`src/verilog/msr_defines.svh`:
```
// Architecture constants of the machine-state register block
// Data and PSR widths, scratch register count, exception vector
// alignment, CPUID fields and the default command queue depth

`ifndef MSR_DEFINES_SVH
`define MSR_DEFINES_SVH

// Machine word
`define MSR_XLEN 64

// PSR image with bits 3..0 always zero
`define MSR_PSR_W 10

// Scratch registers SR0..SR3
`define MSR_SR_NUM 4

// EVECT keeps bits 63..12 only
`define MSR_EVECT_LSB 12

// CPUID fields packed as version, revision and features from bit 0 up
`define MSR_CPUID_VER 8'h01
`define MSR_CPUID_REV 10'h000
`define MSR_CPUID_FEAT 8'hc3

// Command queue entries
`define MSR_QUEUE_DEPTH 4

`endif

```
`src/verilog/msr_pkg.sv`:
```
// Shared types of the machine-state register block
// Operation and address codes, command and response records,
// and the PSR layout

`default_nettype none

`include "msr_defines.svh"

package msr_pkg;

   // Machine-state operations
   typedef enum logic [1:0] {
      OP_READ,
      OP_WRITE,
      OP_SAVE,
      OP_RESTORE
   } msr_op_e;

   // Register map with codes 7 and 12..15 unmapped
   typedef enum logic [3:0] {
      A_PSR    = 4'h0,
      A_EPSR   = 4'h1,
      A_EPC    = 4'h2,
      A_ELSA   = 4'h3,
      A_EVECT  = 4'h4,
      A_CPUID  = 4'h5,
      A_COREID = 4'h6,
      A_SR0    = 4'h8,
      A_SR1    = 4'h9,
      A_SR2    = 4'ha,
      A_SR3    = 4'hb
   } msr_addr_e;

   typedef struct packed {
      msr_op_e                op;
      msr_addr_e              addr;
      logic [`MSR_XLEN-1:0]   data;
   } msr_cmd_t;

   typedef struct packed {
      msr_op_e                op;
      logic [`MSR_XLEN-1:0]   data;
   } msr_rsp_t;

   // Bit 9 down to bit 4 followed by four zero bits
   typedef struct packed {
      logic       dce;
      logic       ice;
      logic       dmme;
      logic       imme;
      logic       ire;
      logic       rm;
      logic [3:0] rsvd;
   } psr_t;

endpackage

`default_nettype wire

```
`src/verilog/msr_cmd_intake.sv`:
```
// Command intake
// Four-phase slave on the command port. Captures the command when
// req rises, pushes it into the queue once there is room, then holds
// ack until the master drops req

`timescale 1ns/1ps
`default_nettype none

module msr_cmd_intake (
   input  logic              clk,
   input  logic              rst,
   input  logic              cmd_req,
   input  msr_pkg::msr_cmd_t cmd,
   output logic              cmd_ack,
   output logic              push,
   output msr_pkg::msr_cmd_t push_cmd,
   input  logic              full
);

   typedef enum logic [1:0] {
      st_idle,
      st_push,
      st_wait_drop
   } state_e;

   state_e state;

   always_ff @(posedge clk) begin
      if (rst) begin
         state <= st_idle;
      end else begin
         case (state)
            st_idle: begin
               if (cmd_req) begin
                  state <= st_push;
               end
            end
            // Stall here while the queue is full
            st_push: begin
               if (!full) begin
                  state <= st_wait_drop;
               end
            end
            st_wait_drop: begin
               if (!cmd_req) begin
                  state <= st_idle;
               end
            end
            default: begin
               state <= st_idle;
            end
         endcase
      end
   end

   // Take the command on the rising req while the master holds it stable
   always_ff @(posedge clk) begin
      if (state == st_idle && cmd_req) begin
         push_cmd <= cmd;
      end
   end

   // Exactly one push per handshake
   assign push = (state == st_push) && !full;

   assign cmd_ack = (state == st_wait_drop);

endmodule

`default_nettype wire

```
`src/verilog/msr_cmd_queue.sv`:
```
// Command queue
// Synchronous FIFO of machine-state commands as a circular buffer with
// read and write pointers and an occupancy count. Any depth of 2 or more

`timescale 1ns/1ps
`default_nettype none

`include "msr_defines.svh"

module msr_cmd_queue #(
   parameter int depth = `MSR_QUEUE_DEPTH
) (
   input  logic              clk,
   input  logic              rst,
   input  logic              push,
   input  msr_pkg::msr_cmd_t push_cmd,
   output logic              full,
   input  logic              pop,
   output msr_pkg::msr_cmd_t head,
   output logic              empty
);
   import msr_pkg::*;

   localparam int ptr_w = $clog2(depth);
   localparam int cnt_w = $clog2(depth + 1);

   msr_cmd_t         mem [depth];
   logic [ptr_w-1:0] wr_ptr;
   logic [ptr_w-1:0] rd_ptr;
   logic [cnt_w-1:0] count;
   logic             do_push;
   logic             do_pop;

   // Wraps at depth-1 so depths that are not a power of two work
   function automatic logic [ptr_w-1:0] ptr_inc(input logic [ptr_w-1:0] ptr);
      if (ptr == ptr_w'(depth - 1)) begin
         return '0;
      end
      return ptr + 1'b1;
   endfunction

   assign do_push = push && !full;
   assign do_pop  = pop && !empty;

   always_ff @(posedge clk) begin
      if (rst) begin
         wr_ptr <= '0;
         rd_ptr <= '0;
         count  <= '0;
      end else begin
         if (do_push) begin
            wr_ptr <= ptr_inc(wr_ptr);
         end
         if (do_pop) begin
            rd_ptr <= ptr_inc(rd_ptr);
         end
         if (do_push && !do_pop) begin
            count <= count + 1'b1;
         end else if (do_pop && !do_push) begin
            count <= count - 1'b1;
         end
      end
   end

   always_ff @(posedge clk) begin
      if (do_push) begin
         mem[wr_ptr] <= push_cmd;
      end
   end

   assign head  = mem[rd_ptr];
   assign full  = (count == cnt_w'(depth));
   assign empty = (count == '0);

endmodule

`default_nettype wire

```
`src/verilog/msr_state.sv`:
```
// Machine-state register file
// PSR, EPSR, EPC, ELSA, EVECT and the scratch registers, with the
// exception save and restore sequences. All outputs are bypassed, so
// a value written this cycle is already visible. CPUID and COREID
// are constants

`timescale 1ns/1ps
`default_nettype none

`include "msr_defines.svh"

module msr_state (
   input  logic                                   clk,
   input  logic                                   rst,
   input  logic                                   psr_save,
   input  logic                                   psr_restore,
   input  logic                                   psr_we,
   input  logic                                   epsr_we,
   input  logic                                   epc_we,
   input  logic                                   elsa_we,
   input  logic                                   evect_we,
   input  logic [`MSR_SR_NUM-1:0]                 sr_we,
   input  logic [`MSR_XLEN-1:0]                   wdata,
   output msr_pkg::psr_t                          psr,
   output msr_pkg::psr_t                          epsr,
   output logic [`MSR_XLEN-1:0]                   epc,
   output logic [`MSR_XLEN-1:0]                   elsa,
   output logic [`MSR_XLEN-1:0]                   evect,
   output logic [`MSR_XLEN-1:0]                   cpuid,
   output logic [`MSR_XLEN-1:0]                   coreid,
   output logic [`MSR_SR_NUM-1:0][`MSR_XLEN-1:0]  sr
);
   import msr_pkg::*;

   localparam psr_t psr_rst = '{rm: 1'b1, default: '0};

   psr_t                                  psr_ff;
   psr_t                                  epsr_ff;
   psr_t                                  psr_wr;
   psr_t                                  psr_nold;
   psr_t                                  psr_nxt;
   psr_t                                  epsr_nxt;
   logic                                  epsr_ld;
   logic                                  epc_ld;
   logic [`MSR_XLEN-1:0]                  epc_ff;
   logic [`MSR_XLEN-1:0]                  elsa_ff;
   logic [`MSR_XLEN-1:`MSR_EVECT_LSB]     evect_ff;
   logic [`MSR_SR_NUM-1:0][`MSR_XLEN-1:0] sr_ff;

   // Write data as a PSR image with reserved bits forced low
   assign psr_wr = psr_t'({wdata[`MSR_PSR_W-1:4], 4'b0000});

   always_comb begin
      // PSR as it would be without a save
      psr_nold = psr_ff;
      if (psr_we) begin
         psr_nold = psr_wr;
      end
      // Restore leaves the cache enables alone
      if (psr_restore) begin
         psr_nold.rm   = epsr_ff.rm;
         psr_nold.ire  = epsr_ff.ire;
         psr_nold.imme = epsr_ff.imme;
         psr_nold.dmme = epsr_ff.dmme;
      end
      // Exception entry goes to kernel mode with interrupts and translation off
      psr_nxt = psr_nold;
      if (psr_save) begin
         psr_nxt.rm   = 1'b1;
         psr_nxt.ire  = 1'b0;
         psr_nxt.imme = 1'b0;
         psr_nxt.dmme = 1'b0;
      end
   end

   assign epsr_ld  = epsr_we || psr_save;
   assign epsr_nxt = psr_save ? psr_nold : psr_wr;
   assign epc_ld   = epc_we || psr_save;

   always_ff @(posedge clk) begin
      if (rst) begin
         psr_ff   <= psr_rst;
         epsr_ff  <= '0;
         epc_ff   <= '0;
         elsa_ff  <= '0;
         evect_ff <= '0;
         sr_ff    <= '0;
      end else begin
         psr_ff <= psr_nxt;
         if (epsr_ld) begin
            epsr_ff <= epsr_nxt;
         end
         if (epc_ld) begin
            epc_ff <= wdata;
         end
         if (elsa_we) begin
            elsa_ff <= wdata;
         end
         if (evect_we) begin
            evect_ff <= wdata[`MSR_XLEN-1:`MSR_EVECT_LSB];
         end
         for (int i = 0; i < `MSR_SR_NUM; i++) begin
            if (sr_we[i]) begin
               sr_ff[i] <= wdata;
            end
         end
      end
   end

   // Bypassed read side
   assign psr  = psr_nxt;
   assign epsr = epsr_ld ? epsr_nxt : epsr_ff;
   assign epc  = epc_ld ? wdata : epc_ff;
   assign elsa = elsa_we ? wdata : elsa_ff;

   assign evect = {evect_we ? wdata[`MSR_XLEN-1:`MSR_EVECT_LSB] : evect_ff,
                   {`MSR_EVECT_LSB{1'b0}}};

   always_comb begin
      for (int i = 0; i < `MSR_SR_NUM; i++) begin
         sr[i] = sr_we[i] ? wdata : sr_ff[i];
      end
   end

   assign cpuid  = {{(`MSR_XLEN-26){1'b0}}, `MSR_CPUID_FEAT, `MSR_CPUID_REV, `MSR_CPUID_VER};
   assign coreid = '0;

endmodule

`default_nettype wire

```
`src/verilog/msr_exec.sv`:
```
// Command executor
// Pops one command per cycle, reads the addressed register before
// the update lands, then drives the state file controls from a
// one-entry stage. Responses leave in command order, one cycle later

`timescale 1ns/1ps
`default_nettype none

`include "msr_defines.svh"

module msr_exec (
   input  logic                                   clk,
   input  logic                                   rst,
   input  logic                                   empty,
   input  msr_pkg::msr_cmd_t                      head,
   output logic                                   pop,
   output logic                                   psr_save,
   output logic                                   psr_restore,
   output logic                                   psr_we,
   output logic                                   epsr_we,
   output logic                                   epc_we,
   output logic                                   elsa_we,
   output logic                                   evect_we,
   output logic [`MSR_SR_NUM-1:0]                 sr_we,
   output logic [`MSR_XLEN-1:0]                   wdata,
   input  msr_pkg::psr_t                          psr,
   input  msr_pkg::psr_t                          epsr,
   input  logic [`MSR_XLEN-1:0]                   epc,
   input  logic [`MSR_XLEN-1:0]                   elsa,
   input  logic [`MSR_XLEN-1:0]                   evect,
   input  logic [`MSR_XLEN-1:0]                   cpuid,
   input  logic [`MSR_XLEN-1:0]                   coreid,
   input  logic [`MSR_SR_NUM-1:0][`MSR_XLEN-1:0]  sr,
   output logic                                   rsp_valid,
   output msr_pkg::msr_rsp_t                      rsp
);
   import msr_pkg::*;

   logic                 stg_valid;
   msr_cmd_t             stg_cmd;
   logic [`MSR_XLEN-1:0] stg_data;
   logic [`MSR_XLEN-1:0] reg_val;
   logic [`MSR_XLEN-1:0] rsp_data;
   logic                 wr_en;

   assign pop = !empty;

   // Register read for the head command sees the staged update via bypass
   always_comb begin
      case (head.addr)
         A_PSR:    reg_val = {{(`MSR_XLEN-`MSR_PSR_W){1'b0}}, psr};
         A_EPSR:   reg_val = {{(`MSR_XLEN-`MSR_PSR_W){1'b0}}, epsr};
         A_EPC:    reg_val = epc;
         A_ELSA:   reg_val = elsa;
         A_EVECT:  reg_val = evect;
         A_CPUID:  reg_val = cpuid;
         A_COREID: reg_val = coreid;
         A_SR0, A_SR1, A_SR2, A_SR3: begin
            reg_val = sr[2'(head.addr - A_SR0)];
         end
         default:  reg_val = '0;
      endcase
   end

   // Save returns the handler address and restore the return address
   always_comb begin
      case (head.op)
         OP_SAVE:    rsp_data = evect;
         OP_RESTORE: rsp_data = epc;
         default:    rsp_data = reg_val;
      endcase
   end

   always_ff @(posedge clk) begin
      if (rst) begin
         stg_valid <= 1'b0;
         rsp_valid <= 1'b0;
      end else begin
         stg_valid <= pop;
         rsp_valid <= stg_valid;
      end
   end

   always_ff @(posedge clk) begin
      if (pop) begin
         stg_cmd  <= head;
         stg_data <= rsp_data;
      end
      rsp.op   <= stg_cmd.op;
      rsp.data <= stg_data;
   end

   // Controls for the staged command take effect at the response edge
   assign wr_en       = stg_valid && (stg_cmd.op == OP_WRITE);
   assign psr_save    = stg_valid && (stg_cmd.op == OP_SAVE);
   assign psr_restore = stg_valid && (stg_cmd.op == OP_RESTORE);
   assign psr_we      = wr_en && (stg_cmd.addr == A_PSR);
   assign epsr_we     = wr_en && (stg_cmd.addr == A_EPSR);
   assign epc_we      = wr_en && (stg_cmd.addr == A_EPC);
   assign elsa_we     = wr_en && (stg_cmd.addr == A_ELSA);
   assign evect_we    = wr_en && (stg_cmd.addr == A_EVECT);

   always_comb begin
      for (int i = 0; i < `MSR_SR_NUM; i++) begin
         sr_we[i] = wr_en && (stg_cmd.addr == msr_addr_e'(A_SR0 + i));
      end
   end

   // Also carries the EPC value on a save
   assign wdata = stg_cmd.data;

endmodule

`default_nettype wire

```
`src/verilog/msr_unit.sv`:
```
// Top level of the machine-state unit
// Command intake and queue feed the executor, which drives the
// state register file and returns one response per command

`timescale 1ns/1ps
`default_nettype none

`include "msr_defines.svh"

module msr_unit (
   input  logic              clk,
   input  logic              rst,
   input  logic              cmd_req,
   input  msr_pkg::msr_cmd_t cmd,
   output logic              cmd_ack,
   output logic              rsp_valid,
   output msr_pkg::msr_rsp_t rsp
);
   import msr_pkg::*;

   msr_cmd_t                              push_cmd;
   msr_cmd_t                              head;
   logic                                  push;
   logic                                  full;
   logic                                  pop;
   logic                                  empty;
   logic                                  psr_save;
   logic                                  psr_restore;
   logic                                  psr_we;
   logic                                  epsr_we;
   logic                                  epc_we;
   logic                                  elsa_we;
   logic                                  evect_we;
   logic [`MSR_SR_NUM-1:0]                sr_we;
   logic [`MSR_XLEN-1:0]                  wdata;
   psr_t                                  psr;
   psr_t                                  epsr;
   logic [`MSR_XLEN-1:0]                  epc;
   logic [`MSR_XLEN-1:0]                  elsa;
   logic [`MSR_XLEN-1:0]                  evect;
   logic [`MSR_XLEN-1:0]                  cpuid;
   logic [`MSR_XLEN-1:0]                  coreid;
   logic [`MSR_SR_NUM-1:0][`MSR_XLEN-1:0] sr;

   msr_cmd_intake intake_i (
      .clk      (clk),
      .rst      (rst),
      .cmd_req  (cmd_req),
      .cmd      (cmd),
      .cmd_ack  (cmd_ack),
      .push     (push),
      .push_cmd (push_cmd),
      .full     (full)
   );

   msr_cmd_queue #(.depth(`MSR_QUEUE_DEPTH)) queue_i (
      .clk      (clk),
      .rst      (rst),
      .push     (push),
      .push_cmd (push_cmd),
      .full     (full),
      .pop      (pop),
      .head     (head),
      .empty    (empty)
   );

   msr_exec exec_i (
      .clk         (clk),
      .rst         (rst),
      .empty       (empty),
      .head        (head),
      .pop         (pop),
      .psr_save    (psr_save),
      .psr_restore (psr_restore),
      .psr_we      (psr_we),
      .epsr_we     (epsr_we),
      .epc_we      (epc_we),
      .elsa_we     (elsa_we),
      .evect_we    (evect_we),
      .sr_we       (sr_we),
      .wdata       (wdata),
      .psr         (psr),
      .epsr        (epsr),
      .epc         (epc),
      .elsa        (elsa),
      .evect       (evect),
      .cpuid       (cpuid),
      .coreid      (coreid),
      .sr          (sr),
      .rsp_valid   (rsp_valid),
      .rsp         (rsp)
   );

   msr_state state_i (
      .clk         (clk),
      .rst         (rst),
      .psr_save    (psr_save),
      .psr_restore (psr_restore),
      .psr_we      (psr_we),
      .epsr_we     (epsr_we),
      .epc_we      (epc_we),
      .elsa_we     (elsa_we),
      .evect_we    (evect_we),
      .sr_we       (sr_we),
      .wdata       (wdata),
      .psr         (psr),
      .epsr        (epsr),
      .epc         (epc),
      .elsa        (elsa),
      .evect       (evect),
      .cpuid       (cpuid),
      .coreid      (coreid),
      .sr          (sr)
   );

endmodule

`default_nettype wire

```
`config.mk`:
```
export PLATFORM = sky130hd
export DESIGN_NAME = msr_unit
export DESIGN_NICKNAME = d
export VERILOG_FILES = /design/src/verilog/msr_pkg.sv /design/src/verilog/msr_cmd_intake.sv /design/src/verilog/msr_cmd_queue.sv /design/src/verilog/msr_state.sv /design/src/verilog/msr_exec.sv /design/src/verilog/msr_unit.sv
export VERILOG_INCLUDE_DIRS = /design/src /design/src/verilog
export SDC_FILE = /design/constraint.sdc
export NUM_CORES = 1
export LEC_CHECK = 0
export ABC_AREA = 0
export BUFFER_PORTS_ARGS = -buffer_cell sky130_fd_sc_hd__buf_2
export CORE_UTILIZATION = 60
export CTS_CLUSTER_SIZE = 12
export DETAILED_ROUTE_END_ITERATION = 7
export PLACE_DENSITY = 0.78
export SLEW_MARGIN = 40
export SYNTH_ARGS = -nofsm -noshare
export SYNTH_HDL_FRONTEND = slang
export SYNTH_SLANG_ARGS = --single-unit
```
`constraint.sdc`:
```
create_clock -name clk -period 6.7 [get_ports clk]
set_input_delay 0.67 -clock clk [delete_from_list [all_inputs] [get_ports clk]]
set_output_delay 0.67 -clock clk [all_outputs]
set_load 0.02 [all_outputs]
```
# Yosys cells after proc, flatten, opt, wreduce, memory -nomap -nowiden
# Memories as Yosys holds them, arrays and structs flattened. A register that Yosys moved wholly into a read port is not among the register bits.
# Index checks and enable logic that the tools add are counted.
[word_totals] regBits=737 mem_bits_rw=280 out_inout_bits=68 word_cells=138 memories=1
[op_classes] n_addsub=5 n_lt_le_gt_ge=1 n_eq_ne=30 muxes=36 n_reduce_logical=29
[mem_list] name="queue_i.mem" depth=4 word_bits=70 read_ports=1 rd_clocked_by_memory_dff=1 wr=1 line="msr_cmd_queue.sv:27" text="msr_cmd_t mem [depth];"
[ops] operator="2-to-1 mux 64 bit" n=7
[ops] operator="one-hot mux 64 bit (7 select lines)" n=1
[ops] operator="binary-select mux 64 bit (select 2 bit)" n=1
[ops] operator="one-hot mux 64 bit (2 select lines)" n=1
[ops] operator="2-to-1 mux 52 bit" n=1
[ops] operator="== test 4 bit (second input constant)" n=8
[ops] operator="2-to-1 mux 10 bit" n=3
[ops] operator="2-to-1 mux 2 bit" n=9
[ops] operator="logical AND 1 bit" n=17
[ops] operator="== test 4 x 2 -> 1 bit (second input constant)" n=4
[ops] operator="== test 2 bit (second input constant)" n=7
[ops] operator="== test 4 x 3 -> 1 bit (second input constant)" n=3
[ops] operator="== test 4 x 1 -> 1 bit (second input constant)" n=2
[ops] operator="logical NOT 4 bit" n=2
[ops] operator="2-to-1 mux 1 bit" n=8
[ops] operator="2-to-1 mux 4 bit" n=2
[ops] operator="2-to-1 mux 3 bit" n=2
[ops] operator="inequality test 2 bit (second input constant)" n=3
[ops] operator="one-hot mux 2 bit (3 select lines)" n=1
[ops] operator="adder 2 x 1 -> 2 bit (second input constant)" n=2
[ops] operator="== test 2 x 1 -> 1 bit (second input constant)" n=2
[ops] operator="OR reduction 4 bit" n=1
[ops] operator="adder 3 x 1 -> 3 bit (second input constant)" n=1
[ops] operator="== test 3 bit (second input constant)" n=1
[ops] operator="9 further kinds" n=12

# Longest topological paths before layout
[logic_depth] depth_word=9 ltp_mapped=10 depth_no_buf=6

# By module
# From an unflattened synthesis, not the netlist that was laid out.
[hier_totals] cells_unflattened=3015 hier_area_um2=43641.9
[by_module_without_submodules] mod="msr_state" n_inst=1 cells_each=1643 area_each_um2=19115.8 seq_area_each_um2=9128.8
[by_module_without_submodules] mod="msr_exec" n_inst=1 cells_each=877 area_each_um2=11738.8 seq_area_each_um2=5385.2
[by_module_without_submodules] mod="msr_cmd_queue" n_inst=1 cells_each=416 area_each_um2=10576.4 seq_area_each_um2=8588.2
[by_module_without_submodules] mod="msr_cmd_intake" n_inst=1 cells_each=79 area_each_um2=2210.9 seq_area_each_um2=2142.1

# Worst setup path after synthesis
# OpenSTA, ideal clock, no wires.
[synth_timing] kind="input port to flip-flop" startpoint="input cmd_req" endpoint="register, netlist name intake_i.push_cmd[0]" arrival_time_ns=3.973 required_ns=6.193 path_slack_ns=2.220 path_stages=2 path_buffers=0 path_cell_list="nor2b_1 > nor2b_1"
[synth_between] elab_chain_len=1
[synth_lines] item="start: declaration" line="msr_unit.sv:13" text="input logic cmd_req,"
[synth_lines] item="logical AND 1 bit" line="msr_cmd_intake.sv:58" text="if (state == st_idle && cmd_req) begin"
# Every way passes these cells.
# A chain may end at the register's enable or synchronous reset.

==> results.json <==
{
  "status": "complete, no violations",
  "ys_ff_latch": 1019,
  "ir_drop_uv": 311,
  "port_buffers": 140,
  "cts_tree": "built",
  "synthesis.area_um2": 37600,
  "hold_class": "in -> reg",
  "overflow": 0,
  "async_flop_share_pct": 0,
  "vias": 23700,
  "grt-busiest-layer": "met2",
  "whs_ps": 175,
  "cts_hold_buf": 0,
  "min_period_ps": 3720,
  "hpwl_mm": 49.8,
  "dpl-instance-area_um2": 39100,
  "layout-area-overhead-vs-synth_pct": 12.5,
  "slew_violations": 0,
  "antenna_found_initial": 9,
  "setup_viol": 0,
  "hold_viol": 0,
  "critPathMaxFanout": 38,
  "synth_cell_types": 57,
  "arrival_ps": 4110,
  "cp_slowest_cell": "mux4_2",
  "wl_per_cell_um": 23.5,
  "critical-path-top-delay-family": "multiplexers",
  "critPathCaptureType": "flop",
  "layoutNonFillerInstCount": 3825,
  "h-tree-depth": 3,
  "drt_wl_total_mm": 89.7,
  "synthCells": 2818,
  "fp.dieW_um": 252,
  "antenna_left": 0,
  "critPathBufInv": 1,
  "synthSimpleGateAreaFrac_pct": 7.13,
  "synth_xor_area_share_pct": 0.0699,
  "p_per_area_nw_per_um2": 416,
  "root_buffer": "clkbuf_16",
  "clkSlewWorstSetupHoldPaths_ps": 60,
  "period_share_pct": 55.5,
  "synth_fp_nets": 2897,
  "first_pass_iters": 5,
  "met1_usage_pct": 37.0,
  "ys.flop_type": "dfxtp_1",
  "relSlewSlack_pct": 40.9,
  "synth-adder-area-share_pct": 0.200,
  "start_kind": "flop",
  "clk_path_buf_depth": 3,
  "syn_avg_cell_area_um2": 13.3,
  "setup_slack_ps": 2980,
  "rsz0062_at_grt": "no",
  "vias_per_cell": 6.19,
  "synth_edf_count": 484,
  "cts-resized-gates": 0,
  "cp_data_required_time_ps": 7090,
  "final_area_um2": 42300,
  "max_cap_violations": 0,
  "muxShareOfSynthArea_pct": 15.9,
  "cts_buffers": 101,
  "grt_use_met3_pct": 4.25,
  "first_iter_violations": 2674,
  "drive_gt1_share_pct": 14.0,
  "crit_type": "reg -> reg",
  "placementRows": 91,
  "grt_max_degree": 154,
  "seq_area_frac_synth_pct": 67.1,
  "worst_slew_pin_slew_ps": 885,
  "synth_top_family_by_area": "multiplexers",
  "die_h_um": 252,
  "synth-compound-area-share_pct": 7.37,
  "initial_utilization_pct": 60.8,
  "post_cts_buffers": 0,
  "io_pins": 141,
  "grt_pass1_wl_mm": 136,
  "core_um2": 61800,
  "pre_cts_ws_ps": 3060,
  "max_stage_delay_ps": 740,
  "dp.cells": 3636,
  "grt_pass1_vias": 23800,
  "crit_chain": "mux4_2 > nor2b_4 > buf_4 > a221oi_1 > a211o_1",
  "num_antenna_cells": 0,
  "cts_sinks": 1019,
  "clk_latency_ps": 670,
  "grt_usage_pct": 28.0,
  "tns_ps": 0,
  "p_leak_nw": 15.8,
  "gp_congestion": 0.847,
  "skew_ps": 34.7,
  "dieArea_um2": 63700,
  "nets": 2982,
  "gr-usage-met2_pct": 46.5,
  "yosys_warnings": 0,
  "fmax_ghz": 0.269,
  "fill_cells": 4182,
  "drc_errors": 0
}
[metal layers]
layer  wire length, µm  share of wire [%]
met3              6890                7.7
met1             36300                 41
met5                13              0.014
met4              2960                3.3
met2             43500                 48
[synthesized netlist by cell type (3+ instances only)]
cell	count	area share, %
o221ai_1	7	0.16
dfxtp_1	535	28
and3_1	3	0.050
edfxtp_1	484	39
buf_1	16	0.16
ha_1	6	0.20
clkbuf_1	119	1.2
o22ai_1	115	1.9
or3_1	3	0.050
nand3b_1	3	0.060
o21a_1	3	0.060
and2_1	10	0.17
nor2b_1	7	0.12
a21oi_1	80	1.1
nand3_1	4	0.053
nand2_1	78	0.78
o211ai_1	3	0.060
o21ai_0	54	0.72
a22oi_1	67	1.3
inv_1	4	0.040
nand2b_1	4	0.067
a221oi_1	65	1.5
buf_2	59	0.78
mux2i_1	440	12
nor2_1	519	5.2
o21ai_1	3	0.040
a211oi_1	5	0.10
mux4_2	70	4.2
nor3_1	11	0.15
[final timing paths]
kind,endpoint,start,depth (start not counted),slack [ps]
hold / removal,intake_i.push_cmd[61]$_DFFE_PP_,cmd[61],1,170
setup / recovery,exec_i.stg_data[5]$_DFFE_PN_,flop,5,2980
hold reg to reg,exec_i.rsp[53]$_DFF_P_,exec_i.stg_data[53]$_DFFE_PN_,0,340
setup reg to reg,exec_i.stg_data[5]$_DFFE_PN_,flop,5,2980
[area by class of cell]
class | instances | area [µm²] | area share, %
clock inverters | 16 | 174 | 0.411
inverters | 4 | 20.0 | 0.0473
flip-flops and latches | 1019 | 25300 | 59.7
well taps | 837 | 1050 | 2.48
clock buffers | 172 | 2990 | 7.07
repair buffers | 178 | 1150 | 2.72
multi-input cells | 1599 | 11700 | 27.6
[metrics by stage]
stage          power [mW]  utilization, %
5_1_grt              18.1            68.4
3_5_place_dp         12.2            63.2
2_1_floorplan        10.7               -
4_1_cts              17.6            68.3
3_3_place_gp         12.1            63.0
6_report             17.6            68.4
[cells in the final DEF (no fill, tap or decap), types with 65 or more instances in the layout]
master	Yosys	routed
mux4_2	70	70
a221oi_1	65	65
mux2i_1	440	440
buf_2	59	139
clkbuf_16	0	104
a21oi_1	80	77
a22oi_1	67	67
nand2_1	78	76
edfxtp_1	484	484
dfxtp_1	535	533
o22ai_1	115	115
nor2_1	519	518
[registers in the layout (all words and copies together) (netlist names), named ones only]
signal and flops:
state_i.evect_ff 52, exec_i.rsp_valid 1, state_i.epc_ff 64, queue_i.mem 280, state_i.epsr_ff 10, state_i.elsa_ff 64, exec_i.wdata 64, exec_i.stg_valid 1
exec_i.stg_cmd 6, queue_i.count 3, state_i.sr_ff 256, exec_i.stg_data 64, exec_i.rsp 66, queue_i.wr_ptr 2, state_i.psr_ff 10, intake_i.push_cmd 70
intake_i.state 2, queue_i.rd_ptr 2
[cell families after synthesis]
logic type                 Yosys count
AOI/OAI and AO/OA                  418
xor gates and xnor gates             3
adders and majority gates            6
buffers and inverters              200
DFF                               1019
muxes                              510
and+or+nand+nor                    662
[power by group]
part	leakage (nW)	internal, mW	switching (mW)	total, mW
Combinational	5.36	1.17	2.53	3.70
Sequential	8.88	7.67	0.854	8.53
Clock	1.53	3.07	2.29	5.37
Total	15.8	11.9	5.68	17.6
Power figures use the tool's default switching activity.
